### config.mk
export PLATFORM = sky130hd
export DESIGN_NAME = arb_top
export DESIGN_NICKNAME = d
export VERILOG_FILES = /design/src/logic/arb_cfg_pkg.sv /design/src/logic/arb_state_pkg.sv /design/src/logic/pick_if.sv /design/src/logic/arb_fsm.sv /design/src/logic/arb_top.sv /design/src/logic/grant_timer.sv /design/src/logic/onehot_priority.sv
export SDC_FILE = /design/constraint.sdc
export NUM_CORES = 1
export LEC_CHECK = 0
export ABC_AREA = 1
export BUFFER_PORTS_ARGS = -buffer_cell sky130_fd_sc_hd__buf_2
export CAP_MARGIN = 20
export CELL_PAD_IN_SITES_DETAIL_PLACEMENT = 1
export CELL_PAD_IN_SITES_GLOBAL_PLACEMENT = 1
export CORE_ASPECT_RATIO = 0.5
export CORE_MARGIN = 8
export CORE_UTILIZATION = 41
export CTS_CLUSTER_SIZE = 8
export DETAILED_ROUTE_END_ITERATION = 7
export PLACE_DENSITY_LB_ADDON = 0.1
export SYNTH_ARGS = -nofsm -noshare
export SYNTH_HDL_FRONTEND = slang
export SYNTH_SLANG_ARGS = --single-unit
### constraint.sdc
create_clock -name clk -period 2 [get_ports clk]
set_input_delay 0.1 -clock clk [delete_from_list [all_inputs] [get_ports clk]]
set_output_delay 0.1 -clock clk [all_outputs]
set_load 0.1 [all_outputs]
### src/logic/arb_cfg_pkg.sv
// ********************************************************************
// arbiter configuration package
// client count, hold limit and the vector types sized from them
// ********************************************************************

package arb_cfg_pkg;

  // number of requesting clients
  // each one owns a single req/ack pair on the top level
  localparam int NUM_CLIENTS = 8;

  // grant length in cycles at which the overrun flag rises
  localparam int HOLD_LIMIT = 16;

  // the counter must be able to hold HOLD_LIMIT itself
  // so one extra value on top of the limit
  localparam int HOLD_CNT_W = $clog2(HOLD_LIMIT + 1);

  // one bit per client
  // shared by req, ack, pending and pick
  typedef logic [NUM_CLIENTS-1:0] client_vec_t;

  // cycle count of the current grant, saturates at HOLD_LIMIT
  typedef logic [HOLD_CNT_W-1:0] hold_cnt_t;

endpackage : arb_cfg_pkg

### src/logic/arb_state_pkg.sv
// ********************************************************************
// grant sequencer state encoding
// ********************************************************************

package arb_state_pkg;

  // idle: resource free, waiting for any req
  // grant: one client holds the resource until its req drops
  typedef enum logic [0:0] {
    ST_IDLE  = 1'b0,
    ST_GRANT = 1'b1
  } arb_state_t;

endpackage : arb_state_pkg

### src/logic/pick_if.sv
// ********************************************************************
// picker link between the grant sequencer and the priority picker
// ********************************************************************

`timescale 1ns/1ps

interface pick_if import arb_cfg_pkg::*; ();

  // requests offered for arbitration
  client_vec_t pending;

  // one-hot winner, zero when nothing is pending
  client_vec_t pick;

  // at least one bit of pending is set
  logic        pick_valid;

  // single-cycle pulse on the edge that loads a grant
  logic        commit;

  // sequencer side
  modport seq (
    output pending,
    output commit,
    input  pick,
    input  pick_valid
  );

  // picker side
  modport picker (
    input  pending,
    input  commit,
    output pick,
    output pick_valid
  );

endinterface : pick_if

### src/logic/arb_fsm.sv
// ********************************************************************
// grant sequencer
// runs the four-phase req/ack handshake toward all clients
// ********************************************************************

`timescale 1ns/1ps

module arb_fsm
  import arb_cfg_pkg::*;
  import arb_state_pkg::*;
(
  input  logic        clk,
  input  logic        rst_n,
  input  client_vec_t req,
  output client_vec_t ack,
  output logic        overrun,
  pick_if.seq         pk,
  output logic        run,
  input  logic        expired
);

  arb_state_t  state_q;
  arb_state_t  state_d;

  // one-hot grant register, drives ack directly
  client_vec_t grant_q;
  client_vec_t grant_d;

  // granted client has dropped its req
  logic        released;

  // picker only sees requests while the resource is free
  // during a grant the pending set is irrelevant
  assign pk.pending = (state_q == ST_IDLE) ? req : '0;

  // no bit of the granted client is still requesting
  assign released = ~|(grant_q & req);

  // grant loads on the edge after req is sampled in idle
  assign pk.commit = (state_q == ST_IDLE) && pk.pick_valid;

  always_comb begin
    state_d = state_q;
    grant_d = grant_q;
    case (state_q)
      ST_IDLE: begin
        // one idle cycle at least between two grants
        if (pk.pick_valid) begin
          grant_d = pk.pick;
          state_d = ST_GRANT;
        end
      end
      ST_GRANT: begin
        // ack falls one edge after the granted req falls
        // other pending requests wait for the next idle cycle
        if (released) begin
          grant_d = '0;
          state_d = ST_IDLE;
        end
      end
      default: begin
        grant_d = '0;
        state_d = ST_IDLE;
      end
    endcase
  end

  always_ff @(posedge clk or negedge rst_n) begin
    if (!rst_n) begin
      state_q <= ST_IDLE;
      grant_q <= '0;
    end else begin
      state_q <= state_d;
      grant_q <= grant_d;
    end
  end

  assign ack = grant_q;

  // hold timer runs for the whole grant
  // it clears on its own once run drops
  assign run = (state_q == ST_GRANT);

  // overrun only reports, the grant is never revoked
  // masking with the state makes it fall together with ack
  assign overrun = (state_q == ST_GRANT) && expired;

endmodule : arb_fsm

### src/logic/arb_top.sv
// ********************************************************************
// eight-client resource arbiter, req/ack four-phase handshake
// ********************************************************************

`timescale 1ns/1ps

module arb_top import arb_cfg_pkg::*; (
  input  logic        clk,
  input  logic        rst_n,
  input  client_vec_t req,
  output client_vec_t ack,
  output logic        overrun
);

  // sequencer to hold timer
  logic run;
  logic expired;

  // sequencer to priority picker
  pick_if pk_bus ();

  // handshake and grant register
  arb_fsm i_fsm (
    .clk     (clk),
    .rst_n   (rst_n),
    .req     (req),
    .ack     (ack),
    .overrun (overrun),
    .pk      (pk_bus.seq),
    .run     (run),
    .expired (expired)
  );

  // winner selection with direction memory
  onehot_priority i_pick (
    .clk   (clk),
    .rst_n (rst_n),
    .pk    (pk_bus.picker)
  );

  // grant length watch
  grant_timer i_timer (
    .clk     (clk),
    .rst_n   (rst_n),
    .run     (run),
    .expired (expired)
  );

endmodule : arb_top

### src/logic/grant_timer.sv
// ********************************************************************
// hold timer, counts grant cycles and flags an overrun at HOLD_LIMIT
// ********************************************************************

`timescale 1ns/1ps

module grant_timer import arb_cfg_pkg::*; (
  input  logic clk,
  input  logic rst_n,
  input  logic run,
  output logic expired
);

  hold_cnt_t cnt_q;
  hold_cnt_t cnt_d;

  // count up while a grant runs, stop at the limit
  // low run clears the count on the following edge
  always_comb begin
    if (!run) begin
      cnt_d = '0;
    end else if (cnt_q == hold_cnt_t'(HOLD_LIMIT)) begin
      cnt_d = cnt_q;
    end else begin
      cnt_d = cnt_q + hold_cnt_t'(1);
    end
  end

  // flag is registered from the next count
  // so it rises on the same edge the count reaches the limit
  always_ff @(posedge clk or negedge rst_n) begin
    if (!rst_n) begin
      cnt_q   <= '0;
      expired <= 1'b0;
    end else begin
      cnt_q   <= cnt_d;
      expired <= (cnt_d == hold_cnt_t'(HOLD_LIMIT));
    end
  end

endmodule : grant_timer

### src/logic/onehot_priority.sv
// ********************************************************************
// one-hot priority picker
// lowest or highest pending client wins, direction set by last winner
// ********************************************************************

`timescale 1ns/1ps

module onehot_priority import arb_cfg_pkg::*; (
  input  logic  clk,
  input  logic  rst_n,
  pick_if.picker pk
);

  // winner of the last committed grant
  // zero after reset, so the first scan goes lowest-first
  client_vec_t prev_q;

  // combinational scan result
  client_vec_t pick_vec;

  // highest-first whenever the last winner was not client 0
  // client 0 or no winner at all keeps the scan lowest-first
  logic        highest_first;

  assign highest_first = |prev_q[NUM_CLIENTS-1:1];

  // walk the clients in scan order
  // first pending bit seen wins, everything after it is masked
  always_comb begin
    int   idx;
    logic taken;
    taken    = 1'b0;
    pick_vec = '0;
    for (int i = 0; i < NUM_CLIENTS; i++) begin
      // map loop count onto the client index for either direction
      idx = highest_first ? (NUM_CLIENTS - 1 - i) : i;
      if (pk.pending[idx] && !taken) begin
        pick_vec[idx] = 1'b1;
        taken         = 1'b1;
      end
    end
  end

  assign pk.pick       = pick_vec;
  assign pk.pick_valid = |pk.pending;

  // remember the winner on the grant edge
  // this flips the direction for the next scan
  always_ff @(posedge clk or negedge rst_n) begin
    if (!rst_n) begin
      prev_q <= '0;
    end else if (pk.commit) begin
      prev_q <= pick_vec;
    end
  end

endmodule : onehot_priority

Word-level counts from Yosys, hierarchy flattened
Cells that the tools add are included.
Storage, ports and cells
  bits in registers: 23
  bits of input ports: 10
  output and inout port bits: 9
  word-level logic and storage cells: 135
Cells by class
  $add $sub $neg: 1
  $lt $le $gt $ge: 16
  eq/ne operators: 4
  multiplexer cells: 72
  bitwise operators: 9
  reductions and logical operators: 28
Operators with widths (number)
  >= comparator 32 x 1 -> 1 bit (second input constant): 8
  < comparator 32 x 5 -> 1 bit (second input constant): 8
  two-way mux 8 bit: 11
  bitwise OR 8 bit: 7
  two-way mux 1 bit: 33
  binary-select mux 1 bit (select 3 bit): 8
  demux 1 bit (select 3 bit): 8
  two-way mux 3 bit: 8
  logical AND 1 bit: 17
  one-hot mux 8 bit (2 select lines): 1
  OR reduction 8 bit: 2
  == test 5 bit (second input constant): 2
  two-way mux 5 bit: 2
  bitwise AND 8 bit: 1
  logical NOT 1 bit: 7
  OR reduction 7 bit: 1
  adder 5 x 1 -> 5 bit (second input constant): 1
  inequality test 2 x 1 -> 1 bit (second input constant): 1
  inequality test 2 bit (second input constant): 1
  one-hot mux 1 bit (2 select lines): 1
  AND reduction 2 bit: 1
  inverter 1 bit: 1

Longest topological paths before layout
  word-level depth: 29
  gate-level depth with buffers: 12
  gate-level depth less buffers: 12

Hierarchy
Synthesis repeated with hierarchy kept, for this count alone.
Second synthesis, totals
  cell total of the unflattened synthesis: 195
  area, all modules: 1418.9 sq um
By module, submodules not included
  onehot_priority: times used 1, cells each 81, area an instance 576.8 sq um, seq. area each 175.2 sq um
  arb_fsm: times used 1, cells each 71, area an instance 499.2 sq um, seq. area each 225.2 sq um
  grant_timer: times used 1, cells each 43, area an instance 342.8 sq um, seq. area each 150.1 sq um

Least setup slack after synthesis
Ideal clock, no wire load.
  kind: reg-to-reg
  from: register i_fsm.grant_q[7] (netlist: i_fsm.ack[7])
  to: register i_fsm.grant_q[7] (netlist: i_fsm.ack[7])
  setup time: 0.127 ns
  data arrival time: 1.584 ns
  required time: 1.873 ns
  path slack: 0.289 ns
  stages on the path, launching flop included: 6
  buffers on the path: 0
  period minus slack after synthesis: 1.711 ns
  cell sequence: dfrtp_1 > a22o_1 > a21oi_1 > nand3_2 > nand3_1 > nand3_1
Between the ends
  word-level cells in the longest chain between the ends: 4
RTL lines
  start: declaration: line arb_fsm.sv:26  | client_vec_t grant_q;
  start signal: assignment: line arb_fsm.sv:74  | grant_q <= grant_d;
  bitwise AND 8 bit: line arb_fsm.sv:37  | assign released = ~|(grant_q & req);
  OR reduction 8 bit: line arb_fsm.sv:37
  inequality test 2 bit (no line)
  AND reduction 2 bit (no line)
No other way between the ends.
A chain may end at the register's enable or synchronous reset.

Worst setup path in the final report
  from: register i_pick.prev_q[5]
  to: register i_pick.prev_q[1]
Between the ends
  word-level cells in the longest chain between the ends: 27
  elaborated cells between the ends (all ways): 109
  classes of those cells: 16 x order compare; 63 x mux; 7 x bitwise; 23 x reduce/logical
RTL lines
  start: declaration: line onehot_priority.sv:16  | client_vec_t prev_q;
  start signal: assignment: line onehot_priority.sv:53  | prev_q <= pick_vec;
  OR reduction 7 bit *: line onehot_priority.sv:25  | assign highest_first = |prev_q[NUM_CLIENTS-1:1];
  parallel branches: the longest is 25 deep, another holds >= comparator 32 x 1 -> 1 bit
  two-way mux 8 bit *: line onehot_priority.sv:37  | if (pk.pending[idx] && !taken) begin
Every way passes the cells marked *. The select of a mux whose other input is x is not followed.

==> results.txt <==
----------------------------------------------------
[Run status]
  Outcome ... complete, no violations

[Clock tree]
  Clock tree from TritonCTS ... yes
  Clock insertion delay at the later pin of the skew report ... 0.27 ns
  Clock transition at path regs ... 0.09 ns
  Maximum clock path buffer count ... 2
  Post-CTS setup repair buffer count ... 0
  Max H-tree Level ... 1
  Clock tree root buffer cell ... clkbuf_8
  Total number of clock tree sinks ... 22
  Number of buffers inserted during clock tree synthesis ... 3

[Layout]
  Number of fill cells ... 381
  Final Instance Count excl. Fillers ... 216
  Fraction of layout cells with a size suffix above 1 ... 0.261
  Fin area ... 1490 um2
  Layout overhead on the synthesized area ... 15.1%
  Final-stage net count ... 189
  Total inserted antenna cells ... 0

[STA]
  Slew margin rel. ... 0.648
  Setup violations, final ... 0
  Max-slew violation count ... 0
  Time the final worst path needs with I/O delays and setup ... 1.67 ns
  Worst Clk Skew ... 0.0124 ns
  Final setup TNS ... 0 ns
  Max Fclk ... 0.600 GHz
  Worst-Margin Slew ... 0.528 ns
  Fin crit share ... 0.833
  Number of hold violations in the final report ... 0
  Unrepaired setup endpoints after global routing ... no

[Placed design]
  Area after DPL ... 1410 um2
  Inst Count DP ... 211
  Detailed Place HPWL ... 2640 um
  Input/output buffers ... 18
  Weighted congestion reported at the end of routability-driven placement ... 0.829

[Yosys]
  Average instance area after synthesis ... 8.34 um2
  Number of register bits inferred by synthesis ... 22
  Number of distinct library cell variants in the gate-level netlist after synthesis ... 29
  Number of enable-type register cells in the synthesized netlist ... 0
  Cell accounting for the most synthesized area ... dfrtp_1
  Fraction of post-synthesis cell area in the top cell type by area ... 0.426
  Yosys warning count ... 0
  Syn Nets ... 167
  Cells after Synth ... 155
  Share of the yosys chip area belonging to registers ... 0.426
  Asr flop ratio synth ... 1.00
  Synthesized area ... 1290 um2
  Most frequently used flop master after synthesis ... dfrtp_1
  Dominant cell by count in the synthesized netlist ... nand2_1
  Cell types occupying the most area after synthesis ... dfrtp_1 (43%), nand2_1 (10%), nand3_1 (8.5%), inv_1 (5.8%), nand2_2 (5.8%)
  Cell types with the highest counts after synthesis ... nand2_1 (35), dfrtp_1 (22), nand3_1 (22)

[Global route]
  Vias in the first global route ... 1215
  Pin count of the biggest net entering global routing ... 23
  Initial antenna violation count ... 0
  GRT Util Overall ... 0.141
  First-pass GRT wire length ... 5830 um
  Total congestion overflow ... 0

[Die]
  Starting utilization of the core area ... 0.429
  Die Footprint ... 5310 um2
  I/O pin count ... 19
  Die X-Extent ... 95.4 um
  Number of cell rows ... 14
  Area of the placeable core ... 3010 um2
  Vertical die dimension ... 55.7 um

[Pwr]
  Share of total power in the clock network ... 0.145
  Total Power ... 2.89 mW
  Switching pwr ... 1.57 mW
  Combinational group share of total power ... 0.620
  Net switching fraction of the power ... 0.545
  Internal power ... 1.31 mW
  Leakage ... 0.840 nW
  Power density over the cells ... 1940 nW/um2
  Max rail drop VDD ... 0.826 mV
  Reg power frac ... 0.235

[Drt]
  Wire length per cell ... 15.8 um
  DRC violations left ... 0
  Remaining antenna violation count after routing ... 0
  Routed via count ... 1118
  Detailed Route WL ... 3410 um
  Violation count after the first detailed-routing iteration ... 44
  Via-to-Cell Ratio ... 5.18
  Length of the first detailed-routing pass in iterations ... 4

[Setup path]
  Worst endpoint data arrival time ... 1.87 ns
  Data required time of the worst path ... 2.21 ns
  WS Path Type ... flop to flop
  Critical Path Sink Type ... flop
  Element type at the critical path start ... flop
  Maximum fanout encountered on the critical timing path ... 10

[Worst hold path]
  Worst hold-check path type ... primary input to flop

[Run]
  Maximum capacitance violations ... 0

----------------------------------------------------
## state kept, by name, indices dropped and copies added, names as in the netlist
name,cells
i_fsm.run,1
i_timer.expired,1
i_timer.cnt_q,5
i_pick.prev_q,7
i_fsm.ack,8
## area by class of cell
cell class              instances  area (um2)  share of cell area
clock buffers                   3        41.3              0.0278
well taps                      40        50.0              0.0336
clock inverters                 1        30.0              0.0202
multi-input cells             109         629               0.423
flip-flops and latches         22         551               0.370
repair buffers                 20         108              0.0723
inverters                      21        78.8              0.0530
## power groups by stage
stage          Sequential [mW]  Combinational [mW]  Clock [mW]
2_1_floorplan             1.00                1.13           0
3_3_place_gp             0.682                1.74           0
3_5_place_dp             0.685                1.80           0
4_1_cts                  0.678                1.81       0.440
5_1_grt                  0.697                1.96       0.450
6_report                 0.680                1.79       0.418
## cells in the final DEF, fill, tap and decap left out, types with 2 or more instances in the layout
cell       Yosys  final
o2111ai_1      2      2
nor2_2         2      2
o21ai_1        2      2
nand3_1       22     22
nand2_2       12     12
ha_1           2      2
nor3_1         2      2
xor2_1         2      2
dfrtp_1       22     22
nor2_1         6      6
nand2_1       35     35
clkbuf_8       0      3
a21oi_1        4      4
nand4_1        4      4
buf_2          0     18
o2111ai_2      2      2
inv_1         20     20
## critical path, stage by stage, from the launching register on
cell	delay, ns
dfrtp_1	0.42
nor2_2	0.10
nand2_2	0.11
nor2_8	0.21
nand2_2	0.08
nand2_2	0.10
nand2_2	0.08
nor3_4	0.20
nand4_1	0.16
nand3_1	0.13
## per-stage QoR
step                       util  setup WS (ns)  hold WS (ns)
final                     0.494          0.334         0.191
after global routing      0.494          0.193         0.212
after CTS                 0.494          0.333         0.188
after detailed placement  0.467          0.381         0.107
after global placement    0.467          0.424        0.0959
after floorplan               -          0.289        -0.196
## cell families after synthesis
family	share of synthesized area
AOI/OAI and AO/OA	0.0900
xor gates and xnor gates	0.0203
adders and majority gates	0.0194
buffers and inverters	0.0871
DFF	0.426
and+or+nand+nor	0.357
## path summary, 6_finish.rpt
| check | slack [ns] | end | from | cells past startpoint |
|---|---|---|---|---|
| max | 0.33 | i_pick.prev_q[1] | i_pick.prev_q[5] | 9 |
| min | 0.19 | i_fsm.ack[0] | req[0] | 5 |
| max reg2reg | 0.33 | i_pick.prev_q[1] | i_pick.prev_q[5] | 9 |
| min reg2reg | 0.49 | i_pick.prev_q[3] | i_pick.prev_q[3] | 2 |
| max in group asynchronous | 1.30 | i_fsm.ack[0] | rst_n | 2 |
| min in group asynchronous | 0.33 | i_pick.prev_q[7] | rst_n | 2 |
## routing by layer
layer,vias to the layer above,GRT usage,wire (um)
met4,0,0.0586,69
met1,542,0.170,1570
met5,-,0,0
met3,9,0.0458,165
met2,16,0.225,1600
li1,551,-,-
## timing repair
action | CTS | global route
endpoints found under the hold margin | 22 | 0
hold buffers | 1 | 0
gates resized for setup | 0 | 0
(Power assumes the default switching activity.)
